--- src/hdl/core_monitor_params.svh ---
// Core monitor build-time constants for event export and trace repacking
`ifndef CORE_MONITOR_PARAMS_SVH
`define CORE_MONITOR_PARAMS_SVH

// ----------------------------------------
// Cluster and event FIFO
// ----------------------------------------

// Number of monitored cores
`define CM_NUM_CORES 2

// Event FIFO holds 2**CM_LOG_DEPTH slots
`define CM_LOG_DEPTH 2

// Flops on the returned read pointer
`define CM_SYNC_STAGES 3

// ----------------------------------------
// Field widths
// ----------------------------------------

`define CM_PC_WIDTH 64

// Performance event record
`define CM_EID_WIDTH 8
`define CM_EINFO_WIDTH 32
`define CM_SID_WIDTH 4

// Branch type code from the core
`define CM_CTR_TYPE_WIDTH 4

`endif

--- src/hdl/core_monitor_pkg.sv ---
// Core monitor types for performance events, branch traces and FIFO pointers
`include "core_monitor_params.svh"

package core_monitor_pkg;

  // ----------------------------------------
  // Performance events
  // ----------------------------------------

  // One event record per core per cycle, id zero means no event
  typedef struct packed {
    logic [`CM_EID_WIDTH-1:0]   e_id;
    logic [`CM_EINFO_WIDTH-1:0] e_info;
    logic [`CM_SID_WIDTH-1:0]   s_id;
  } pmu_event_t;

  // Gray coded FIFO pointer with one wrap bit above the slot index
  typedef logic [`CM_LOG_DEPTH:0] cdc_ptr_t;

  // ----------------------------------------
  // Branch traces
  // ----------------------------------------

  // Raw control flow record as a core emits it
  typedef struct packed {
    logic [`CM_PC_WIDTH-1:0]       src_pc;
    logic [`CM_PC_WIDTH-1:0]       dst_pc;
    logic                          src_valid;
    logic [`CM_CTR_TYPE_WIDTH-1:0] ctr_type;
    logic [1:0]                    priv_lvl;
    logic [31:0]                   instr;
  } core_trace_t;

  // Trace record split into 32-bit words for the trace consumer
  typedef struct packed {
    logic [1:0]  priv_lvl;
    logic [31:0] pc_src_h;
    logic [31:0] pc_src_l;
    logic [31:0] pc_dst_h;
    logic [31:0] pc_dst_l;
    // Transfer type, zero extended
    logic [31:0] metadata;
    logic [31:0] opcode;
    logic        pc_v;
  } snoop_trace_t;

endpackage

--- src/hdl/event_cdc_src.sv ---
// Write side of a gray-pointer async FIFO exporting one core's nonzero events
`timescale 1ns/1ps
`include "core_monitor_params.svh"

module event_cdc_src
  import core_monitor_pkg::*;
#(
  parameter int LOG_DEPTH = `CM_LOG_DEPTH
) (
  input  logic                          clk_i,
  input  logic                          reset_i,
  input  pmu_event_t                    event_i,
  output pmu_event_t [2**LOG_DEPTH-1:0] async_data_o,
  output cdc_ptr_t                      async_wptr_o,
  input  cdc_ptr_t                      async_rptr_i
);

  localparam int depth       = 2 ** LOG_DEPTH;
  localparam int sync_stages = `CM_SYNC_STAGES;

  typedef logic [LOG_DEPTH:0] ptr_t;

  // Full when the two top gray bits differ and the rest agree
  localparam ptr_t full_mask = ptr_t'(2'b11) << (LOG_DEPTH - 1);

  function automatic ptr_t bin_to_gray(input ptr_t bin);
    return bin ^ (bin >> 1);
  endfunction

  // ----------------------------------------
  // Declarations
  // ----------------------------------------

  // Binary count and its registered gray image
  ptr_t                   wbin_q;
  ptr_t                   wgray_q;
  ptr_t                   wbin_next;

  // Read pointer from the far domain, oldest stage last
  ptr_t [sync_stages-1:0] rgray_sync_q;
  ptr_t                   rgray_sync;

  pmu_event_t [depth-1:0] data_q;
  logic [LOG_DEPTH-1:0]   waddr;
  logic                   full;
  logic                   push;

  // ----------------------------------------
  // Full detection
  // ----------------------------------------

  assign rgray_sync = rgray_sync_q[sync_stages-1];
  assign full       = (wgray_q == (rgray_sync ^ full_mask));

  // Source is never stalled, a push into a full FIFO is lost
  assign push = (|event_i.e_id) && !full;

  assign waddr     = wbin_q[LOG_DEPTH-1:0];
  assign wbin_next = wbin_q + ptr_t'(1);

  // Only the gray code crosses, so one bit moves per step
  always_ff @(posedge clk_i) begin
    if (reset_i) begin
      rgray_sync_q <= '0;
    end else begin
      rgray_sync_q[0] <= ptr_t'(async_rptr_i);
      for (int s = 1; s < sync_stages; s++) begin
        rgray_sync_q[s] <= rgray_sync_q[s-1];
      end
    end
  end

  // ----------------------------------------
  // Write side
  // ----------------------------------------

  always_ff @(posedge clk_i) begin
    if (reset_i) begin
      wbin_q  <= '0;
      wgray_q <= '0;
    end else if (push) begin
      wbin_q  <= wbin_next;
      wgray_q <= bin_to_gray(wbin_next);
    end
  end

  // Slot and pointer update on the same edge
  always_ff @(posedge clk_i) begin
    if (reset_i) begin
      data_q <= '0;
    end else if (push) begin
      data_q[waddr] <= event_i;
    end
  end

  assign async_data_o = data_q;
  assign async_wptr_o = cdc_ptr_t'(wgray_q);

endmodule

--- src/hdl/trace_select.sv ---
// Branch trace selector repacking one core's program counters into 32-bit words
`timescale 1ns/1ps
`include "core_monitor_params.svh"

module trace_select
  import core_monitor_pkg::*;
(
  input  core_trace_t [`CM_NUM_CORES-1:0] traces_i,
  input  logic                            core_select_i,
  output snoop_trace_t                    snoop_trace_o
);

  localparam int pc_w   = `CM_PC_WIDTH;
  localparam int word_w = 32;

  // ----------------------------------------
  // PC word split
  // ----------------------------------------

  // Upper word, top pc bit is replaced by zero
  function automatic logic [word_w-1:0] pc_high(input logic [pc_w-1:0] pc);
    return {1'b0, pc[pc_w-2:word_w]};
  endfunction

  // Lower word, bit 0 is always zero for aligned instructions
  function automatic logic [word_w-1:0] pc_low(input logic [pc_w-1:0] pc);
    return {pc[word_w-1:1], 1'b0};
  endfunction

  core_trace_t sel_trace;

  // Level select, no pipelining
  assign sel_trace = traces_i[core_select_i];

  // ----------------------------------------
  // Output record
  // ----------------------------------------

  assign snoop_trace_o.priv_lvl = sel_trace.priv_lvl;
  assign snoop_trace_o.pc_src_h = pc_high(sel_trace.src_pc);
  assign snoop_trace_o.pc_src_l = pc_low(sel_trace.src_pc);
  assign snoop_trace_o.pc_dst_h = pc_high(sel_trace.dst_pc);
  assign snoop_trace_o.pc_dst_l = pc_low(sel_trace.dst_pc);

  // Transfer type sits in the low bits
  assign snoop_trace_o.metadata = {
    {(word_w - `CM_CTR_TYPE_WIDTH){1'b0}},
    sel_trace.ctr_type
  };

  assign snoop_trace_o.opcode = sel_trace.instr;
  assign snoop_trace_o.pc_v   = sel_trace.src_valid;

endmodule

--- src/hdl/core_monitor_top.sv ---
// Core monitor front end with per-core event FIFO sources and trace selection
`timescale 1ns/1ps
`include "core_monitor_params.svh"

module core_monitor_top
  import core_monitor_pkg::*;
(
  input  logic                                                    clk_i,
  input  logic                                                    reset_i,

  // Performance events, one record per core per cycle
  input  pmu_event_t [`CM_NUM_CORES-1:0]                          events_i,

  // Async FIFO write side toward the far domain
  output pmu_event_t [`CM_NUM_CORES-1:0][(2**`CM_LOG_DEPTH)-1:0] cdc_data_o,
  output cdc_ptr_t [`CM_NUM_CORES-1:0]                            cdc_wptr_o,
  input  cdc_ptr_t [`CM_NUM_CORES-1:0]                            cdc_rptr_i,

  // Branch traces
  input  core_trace_t [`CM_NUM_CORES-1:0]                         traces_i,
  input  logic                                                    core_select_i,
  output snoop_trace_t                                            snoop_trace_o
);

  // ----------------------------------------
  // Event export
  // ----------------------------------------

  // Independent FIFO per core, the far side reads each one separately
  for (genvar i = 0; i < `CM_NUM_CORES; i++) begin : gen_core
    event_cdc_src #(
      .LOG_DEPTH    ( `CM_LOG_DEPTH )
    ) i_event_src (
      .clk_i        ( clk_i         ),
      .reset_i      ( reset_i       ),
      .event_i      ( events_i[i]   ),
      .async_data_o ( cdc_data_o[i] ),
      .async_wptr_o ( cdc_wptr_o[i] ),
      .async_rptr_i ( cdc_rptr_i[i] )
    );
  end

  // ----------------------------------------
  // Trace selection
  // ----------------------------------------

  trace_select i_trace_select (
    .traces_i      ( traces_i      ),
    .core_select_i ( core_select_i ),
    .snoop_trace_o ( snoop_trace_o )
  );

endmodule

--- config.mk ---
export PLATFORM = sky130hd
export DESIGN_NAME = core_monitor_top
export DESIGN_NICKNAME = d
export VERILOG_FILES = /design/src/hdl/core_monitor_pkg.sv /design/src/hdl/event_cdc_src.sv /design/src/hdl/trace_select.sv /design/src/hdl/core_monitor_top.sv
export VERILOG_INCLUDE_DIRS = /design/src /design/src/hdl
export SDC_FILE = /design/constraint.sdc
export NUM_CORES = 1
export LEC_CHECK = 0
export BUFFER_PORTS_ARGS = -buffer_cell sky130_fd_sc_hd__buf_2
export CAP_MARGIN = 20
export CORE_AREA = 2 2 386 388
export CTS_BUF_LIST = sky130_fd_sc_hd__clkbuf_8
export CTS_CLUSTER_DIAMETER = 100
export DETAILED_ROUTE_END_ITERATION = 10
export DIE_AREA = 0 0 388 390
export PLACE_DENSITY = 0.37
export SETUP_SLACK_MARGIN = 0.3
export SYNTH_ARGS = -nofsm -noshare
export SYNTH_HDL_FRONTEND = slang
export SYNTH_SLANG_ARGS = --single-unit
--- constraint.sdc ---
create_clock -name clk_i -period 1.7 [get_ports clk_i]
set_input_delay 0.17 -clock clk_i [delete_from_list [all_inputs] [get_ports clk_i]]
set_output_delay 0.17 -clock clk_i [all_outputs]
set_load 0.03 [all_outputs]
# ---- Yosys cells after proc, flatten, opt, wreduce, memory -nomap -nowiden
# Index checks and enable logic that the tools add are counted.
dict set report word_totals {
  ff_bits 382
  in_bits 431
}
dict set report classes {
  n_lt_le_gt_ge 5
  bitwise_logic 4
  muxes 8
  addsub 2
  reduce_logical 8
  n_eq_ne 2
}
# cell n
set op_table {}
lappend op_table {{$bwmux 176} 2}
lappend op_table {{$mux 166} 2}
lappend op_table {{$demux 44 s2} 2}
lappend op_table {{$mux 44} 2}
lappend op_table {{$reduce_or 8->1} 2}
lappend op_table {{$add 3x1->3 const B} 2}
lappend op_table {{$eq 3x3->1} 2}
lappend op_table {{$lt 2x3->1 const B} 2}
lappend op_table {{$xor 3x2->3} 2}
lappend op_table {{$ge 2x1->1 const B} 2}
lappend op_table {{$logic_and 1x1->1} 4}
lappend op_table {{$not 2->2} 2}
lappend op_table {{$logic_not 1->1} 2}
lappend op_table {{$lt 1x2->1 const B} 1}

# ---- Logic depth before layout (Yosys ltp)
# Gate-level depths: netlist (run 1).
dict set report logic_depth {
  ltp_word 5
  ltp_mapped 7
  ltp_nobuf 6
}

# ---- Hierarchy
# A second synthesis (run 1) with hierarchy kept.
dict set report unflattened {
  cells_unflattened 1570
  hier_area_um2 17720.7
}
# mod area_per_inst_um2 instances cells_each
set modules_own_cells {}
lappend modules_own_cells {event_cdc_src 7616.1 2 678}
lappend modules_own_cells {trace_select 2488.6 1 214}

# ---- Least setup slack after synthesis (run 1)
# OpenSTA, ideal clock, no wires.
dict set report synth_path {
  path_type {input port to flip-flop}
  start {in events_i[40] in the netlist's numbering}
  end {reg gen_core[0].i_event_src.wgray_q[2]}
  required_ns 1.579
  arrival_time_ns 1.668
  n_path_buf 2
  path_stages 6
  path_slack_ns -0.089
  path_cell_list {or4_1 > or2_1 > buf_6 > and3_4 > buf_12 > mux2_4}
}
dict set report synth_via {
  elab_chain_cells 2
}
# element line
set synth_rtl {}
lappend synth_rtl {{start, declared} core_monitor_top.sv:12} ;# input pmu_event_t [`CM_NUM_CORES-1:0] events_i,
lappend synth_rtl {{$reduce_or 8->1} event_cdc_src.sv:56} ;# assign push = (|event_i.e_id) && !full;
lappend synth_rtl {{$logic_and 1x1->1} event_cdc_src.sv:56}
lappend synth_rtl {{end signal, assigned} event_cdc_src.sv:83} ;# wgray_q <= bin_to_gray(wbin_next);
lappend synth_rtl {{end, declared} event_cdc_src.sv:36} ;# ptr_t wgray_q;
# No other way between the ends.
# A chain may end at the register's enable or synchronous reset.

# ---- Worst setup path in the final report (run 1)
dict set report layout_path {
  start {in events_i[43] in the netlist's numbering}
  end {reg gen_core[0].i_event_src.data_q, in the netlist gen_core[0].i_event_src.async_data_o[33]}
}
dict set report layout_via {
  elab_chain_cells 2
}
# element line
set layout_rtl {}
lappend layout_rtl {{$reduce_or 8->1} event_cdc_src.sv:56}
lappend layout_rtl {{$logic_and 1x1->1} event_cdc_src.sv:56}
lappend layout_rtl {{end signal, assigned by index} event_cdc_src.sv:92} ;# data_q[waddr] <= event_i;
lappend layout_rtl {{end, declared} event_cdc_src.sv:43} ;# pmu_event_t [depth-1:0] data_q;
# No other way between the ends.

==> flow_summary_export.csv, run 1 <==
group,metric,value,unit
run_status,status,"finished with violations",
run_status,violations,"negative hold slack",
logic_synthesis,yosysUniqueCellTypes,26,
grt,grt_busiest_layer,"met2",
timing,min_period,1661,ps
power,p_seq_share,34.4,%
worst_setup_path,path_delay_family,"simple AND/OR/NAND/NOR gates",
worst_setup_path,critPathArrivalTime,2250,ps
run,drv_cap,0,
power,switching_share,35.30,%
logic_synthesis,ys_ff_latch,380,
timing,max_freq,602.2,MHz
grt,grt_pass1_vias,15920,
floorplan,die_width,388,um
routing,drt_first_iter_violations,609,
layout,drive_gt1_share,47.56,%
logic_synthesis,synth_top_area_cell,"dfxtp_1",
layout,fill_cells,16500,
floorplan,die_h,390,um
worst_setup_path,reg2reg_slack,150,ps
routing,ant_nets,0,
placed_design,place_congestion,1.243,
worst_setup_path,crit_path_cell_trace,"buf_2 -> dlygate4sd3_1 -> or4_4 -> or2_4 -> and3_4 -> buf_12 -> mux2i_1",
floorplan,die_area,151300,um^2
worst_setup_path,slowest_delay,610,ps
floorplan,num_rows,141,
routing,vias,15860,
grt,grt_use_met1,18.99,%
worst_hold_path,min_path_type,"input pin to flip-flop",
logic_synthesis,yosys_warnings,0,
worst_setup_path,cp-end-kind,"flip-flop",
clocking,clock_sinks,380,
power,p_sw,10.47,mW
logic_synthesis,synth_top_cell_area_share,42.90,%
clocking,cts-root-buf,"clkbuf_8",
power,p_int,19.19,mW
clocking,cts_buffers,80,
layout,syn_to_final_growth,61.16,%
floorplan,core,147100,um^2
clocking,cts_max_level,3,
placed_design,port_buffers,943,
power,clockPowerShare,36.6,%
clocking,clk_latency,770,ps
grt,use_met2,20.63,%
logic_synthesis,avgSynthCellArea,11.27,um^2
placed_design,hpwl,93450,um
worst_setup_path,r2r-start,"gen_core[0].i_event_src.async_wptr_o[2]",
grt,grt_usage,14.13,%
timing,finalWorstSetupSlack,39.45,ps
logic_synthesis,synthCells,1574,
timing,worst_pin_slew,520.9,ps
grt,grt.overflow.total,0,
timing,hold_ws,-153.7,ps
grt,grt_pass1_wl,145400,um
timing,tns,0,ps
worst_setup_path,startpoint,"events_i[43]",
floorplan,start_util,12.05,%
layout,layout.cells.non_filler,4724,
clocking,clockBufferDepth,3,
timing,hold_viol,16,
power,pwr-share-comb,29.0,%
grt,antenna_found_initial,62,
floorplan,ioPinCount,984,
placed_design,dp_cells,4429,
power,p_leak,12.73,nW
worst_setup_path,cp_max_fo,8,
layout,final_util,19.42,%
timing,min_period_over_period,97.68,%
layout,nets,3144,
timing,max_slew_margin,65.51,%
timing,rsz0062_at_grt,"true",
worst_hold_path,min_from,"events_i[41]",
worst_setup_path,path_class,"input pin to flip-flop",
routing,viasPerCell,3.357,
timing,maxSlewViolCount,0,
routing,routedWlPerCell,23.75,um
routing,dr.pass1.iters,4,
timing,setup_viol,0,
logic_synthesis,syn_area,17730,um^2
routing,drc,0,
timing,fin_skew,73.46,ps
worst_setup_path,crit_required,2280,ps
worst_setup_path,cpMaxStageDelayCell,"dlygate4sd3_1",
clocking,path_clk_slew,60,ps
grt,grt_max_degree,56,
logic_synthesis,yosysSeqAreaShare,42.90,%
clocking,cts_tree,"yes",
logic_synthesis,synth_top_cells_by_area,"dfxtp_1, mux2i_1, nand2b_1",
grt,met3_usage,6.697,%
power,peakVddDrop,0.5082,mV
worst_setup_path,timing.critical_path.buf_inv,3,
power,p_per_area,1038,nW/um^2
placed_design,post-place-ws,-474.5,ps
routing,routed_wl,112200,um
worst_setup_path,cp-start-kind,"input pin",
final timing paths:
path	end	depth (start not counted)
worst min-delay path	gen_core[0].i_event_src.async_data_o[129]	3
worst max register to register	gen_core[0].i_event_src.async_data_o[77]	5
worst max-delay path	gen_core[0].i_event_src.async_data_o[33]	7
worst min register to register	gen_core[1].i_event_src.rgray_sync_q[4]	1
layout make-up:
| class | instances | area [um^2] | share of cell area, % |
|---|---|---|---|
| clock buffers | 97 | 1335 | 4.672 |
| clock inverters | 45 | 417.9 | 1.462 |
| flip-flops and latches | 380 | 7706 | 26.97 |
| diodes | 29 | 72.57 | 0.2539 |
| inverters | 4 | 15.01 | 0.05254 |
| well taps | 1930 | 2415 | 8.450 |
| multi-input cells | 1077 | 9007 | 31.52 |
| repair buffers | 1162 | 7609 | 26.62 |
what timing repair did:
item                       4_1_cts  5_1_grt
setup endpoints to repair      778      813
resized for setup              164      104
hold endpoints to repair       371       19
setup buffers                    8       13
pin swaps                        2       11
hold buffers                    98        1
gates cloned                     1        6
worst reg2reg max path: cells and delay by family (launching register included):
kind,cells,cell delay [ps]
AND/OR/NAND/NOR,2,450
flip-flops,1,350
XOR/XNOR,1,240
multiplexers,1,190
buffers and inverters,1,170
placed cells by master, fill, tap and decap left out, drive strengths merged:
cell         instances
a21oi                8
and3                12
buf               1062
bufinv               6
clkbuf             101
clkinv               6
conb                32
dfxtp              380
diode               29
dlygate4sd3         96
ha                   8
inv                 37
mux2               165
mux2i              352
nand2b             438
nand3               10
nor2                 4
nor2b               20
o21ai                8
or2                  2
or2b                 2
or4                  4
xnor2                8
xor2                 4
cells by family (layout without fill, tap and decap cells):
family,count (synthesis),count (layout),share of synthesized area [%]
other,1,61,0.02115
DFF,380,380,42.90
adders and majority gates,8,8,0.5645
buffers and inverters,150,1308,7.649
AOI/OAI and AO/OA,16,16,0.4516
and+or+nand+nor,490,492,17.43
muxes,517,517,30.39
xor gates and xnor gates,12,12,0.5927
sequential cells by signal (all words and copies together) (netlist names):
name,cells
gen_core.i_event_src.async_wptr_o,6
gen_core.i_event_src.wbin_q,4
gen_core.i_event_src.rgray_sync_q,12
gen_core.i_event_src.rgray_sync,6
gen_core.i_event_src.async_data_o,352
cell usage after synthesis:
library cell	number
nand2b_1	438
dfxtp_1	380
mux2i_1	352
mux2_1	113
clkbuf_1	69
mux2_2	50
buf_12	40
buf_4	34
nor2b_1	20
nand3_1	10
a21oi_1	8
and3_4	8
ha_1	8
o21ai_0	8
xnor2_1	8
inv_1	4
nor2_1	4
or4_1	4
xor2_1	4
and3_1	2
buf_6	2
mux2_4	2
or2_1	2
or2b_1	2
buf_1	1
conb_1	1
power by group through the flow:
stage          logic, mW  registers [mW]  clock network [mW]
2_1_floorplan       3.64            11.7                   0
3_3_place_gp        7.97            10.3                   0
3_5_place_dp        7.94            10.3                   0
4_1_cts             8.42            10.2                11.4
5_1_grt             9.06            10.3                11.8
6_report            8.59            10.2                10.9
per-layer routing:
metal	part of all wire [%]	up-vias
met5	0.076	-
met2	42	716
met3	12	141
met4	1.5	14
met1	45	7469
li1	-	7518
per-stage QoR:
step	area [um^2]	total power, mW
6_report	28580	29.66
5_1_grt	28510	31.16
4_1_cts	28010	30.02
3_5_place_dp	24730	18.25
3_3_place_gp	24730	18.28
2_1_floorplan	17870	15.35
No activity file was read; power rests on OpenSTA's default activity.
==> run 2: changes to the inputs <==
--- a/config.mk
+++ b/config.mk
@@ -8,12 +8,13 @@
 export LEC_CHECK = 0
 export BUFFER_PORTS_ARGS = -buffer_cell sky130_fd_sc_hd__buf_2
 export CAP_MARGIN = 20
-export CORE_AREA = 2 2 386 388
+export CORE_AREA = 2 2 380 382
 export CTS_BUF_LIST = sky130_fd_sc_hd__clkbuf_8
 export CTS_CLUSTER_DIAMETER = 100
 export DETAILED_ROUTE_END_ITERATION = 10
-export DIE_AREA = 0 0 388 390
+export DIE_AREA = 0 0 382 384
 export PLACE_DENSITY = 0.37
+export REMOVE_ABC_BUFFERS = 1
 export SETUP_SLACK_MARGIN = 0.3
 export SYNTH_ARGS = -nofsm -noshare
 export SYNTH_HDL_FRONTEND = slang
==> constraint.sdc (replaced) <==
create_clock -name clk_i -period 1.69 [get_ports clk_i]
set_input_delay 0.169 -clock clk_i [delete_from_list [all_inputs] [get_ports clk_i]]
set_output_delay 0.169 -clock clk_i [all_outputs]
set_load 0.03 [all_outputs]
==> flow_summary_export.csv, run 2 (synthesis results as in run 1) <==
group,metric,value,unit
run_status,status,"finished with violations",
run_status,violations,"negative hold slack",
timing,fin_skew,79.46,ps
worst_setup_path,timing.rr.end,"gen_core[1].i_event_src.async_data_o[147]",
timing,min_period_over_period,96.45,%
routing,routedWlPerCell,28.85,um
placed_design,hpwl,113800,um
layout,final_util,23.08,%
grt,grt_usage,17.75,%
clocking,path_clk_slew,50,ps
clocking,clockBufferDepth,3,
worst_setup_path,path_delay_family,"buffers and inverters",
placed_design,dpl-instance-area,24700,um^2
worst_hold_path,min_to,"gen_core[0].i_event_src.async_data_o[40]",
worst_setup_path,r2r-start,"gen_core[1].i_event_src.async_wptr_o[0]",
clocking,cts_buffers,82,
worst_setup_path,crit_path_cell_trace,"buf_2 -> dlygate4sd3_1 -> or4_4 -> or2_4 -> and3_4 -> buf_6 -> buf_12 -> buf_16 -> mux2i_1",
placed_design,dp_cells,4404,
worst_setup_path,crit_required,2290,ps
worst_hold_path,min_from,"events_i[40]",
grt,grt_pass1_wl,171100,um
power,p_per_area,970.6,nW/um^2
grt,grt_pass1_vias,16690,
worst_setup_path,reg2reg_slack,120,ps
timing,rsz0062_at_grt,"true",
worst_setup_path,path_class,"input pin to flip-flop",
layout,drive_gt1_share,61.37,%
worst_setup_path,cp-end-kind,"flip-flop",
worst_setup_path,cp-start-kind,"input pin",
routing,drc,0,
worst_hold_path,min_path_type,"input pin to flip-flop",
worst_setup_path,critPathArrivalTime,2230,ps
clocking,cts_max_level,3,
timing,hold_ws,-64.20,ps
worst_setup_path,timing.critical_path.buf_inv,5,
layout,final_cell_mix,"buf_2, nand2b_1, buf_6",
clocking,cts-root-buf,"clkbuf_8",
worst_setup_path,cpMaxStageDelayCell,"dlygate4sd3_1",
timing,hold_viol,4,
placed_design,post-place-ws,-334.3,ps
routing,ant_nets,0,
timing,tns,0,ps
power,p_leak,14.28,nW
floorplan,die_width,382,um
layout,layout.cells.non_filler,4882,
worst_setup_path,slowest_delay,570,ps
worst_setup_path,cp_max_fo,5,
routing,dr.pass1.iters,4,
routing,routed_wl,140800,um
placed_design,place_congestion,1.067,
routing,drt_first_iter_violations,754,
clocking,cts_tree,"yes",
timing,setup_viol,0,
timing,max_freq,613.5,MHz
power,p_total,31.99,mW
worst_hold_path,hold_depth,3,
timing,finalWorstSetupSlack,60.02,ps
routing,vias,17350,
power,peakVddDrop,0.5312,mV
routing,viasPerCell,3.554,
layout,largest_register_ffs,352,
clocking,clk_latency,790,ps
grt,grt.overflow.total,0,
layout,syn_to_final_growth,85.89,%
timing,maxSlewViolCount,0,
layout,layout_commonest_cell,"buf_2",
placed_design,port_buffers,943,
floorplan,die_area,146700,um^2
timing,min_period,1630,ps
floorplan,core,142800,um^2
floorplan,num_rows,139,
floorplan,start_util,12.42,%
run,drv_cap,0,
grt,antenna_found_initial,138,
layout,nets,3311,
floorplan,ioPinCount,984,
layout,postLayoutCellArea,32960,um^2
grt,grt_max_degree,90,
clocking,clock_sinks,380,
worst_setup_path,ff2ff_path_depth,7,
floorplan,die_h,384,um
run 2: where the power goes:
group	total, mW	switching [mW]	internal (mW)
combinational	10.8	5.82	4.95
clock	10.7	4.64	6.02
sequential	10.6	0.642	9.92
run 2: final cells by class:
type / instances / area [um^2]
fillers: 15580 / 109800
well taps: 1903 / 2381
flip-flops and latches: 380 / 8103
diodes: 54 / 135.1
multi-input cells: 1075 / 9050
repair buffers: 1329 / 11590
clock buffers: 94 / 1294
inverters: 4 / 15.01
clock inverters: 43 / 390.4
run 2: worst min-delay path: stages:
cell	delay, ps
buf_2	110
or2b_1	240
mux2i_1	90
run 2: how the worst max path moves through the flow:
stage	from	end	slack [ps]	cells past startpoint
after floorplan	gen_core[0].i_event_src.async_wptr_o[2]	gen_core[0].i_event_src.async_wptr_o[2]	-310	4
after global placement	events_i[83]	gen_core[1].i_event_src.async_data_o[9]	-320	6
after detailed placement	events_i[83]	gen_core[1].i_event_src.async_data_o[28]	-330	6
after CTS	gen_core[1].i_event_src.async_data_o[0]	cdc_data_o[176]	70	1
after global routing	gen_core[1].i_event_src.async_wptr_o[1]	gen_core[1].i_event_src.async_data_o[148]	40	7
final	events_i[43]	gen_core[0].i_event_src.async_data_o[60]	60	9
run 2: what timing repair did:
action | CTS | global route
hold buffers | 96 | 3
endpoints found under the setup margin | 806 | 810
resized for setup | 615 | 774
pin swaps | 8 | 11
gates cloned | 8 | 26
setup buffers | 59 | 98
hold endpoints to repair | 358 | 16
run 2: metal layers:
layer / vias to the layer above / wire length (um) / GRT usage [%]
met1: 8340 / 59090 / 21.95
met5: - / 34 / 0
met4: 4 / 6192 / 7.181
met3: 247 / 9131 / 4.020
met2: 887 / 66380 / 29.67
li1: 7874 / - / -
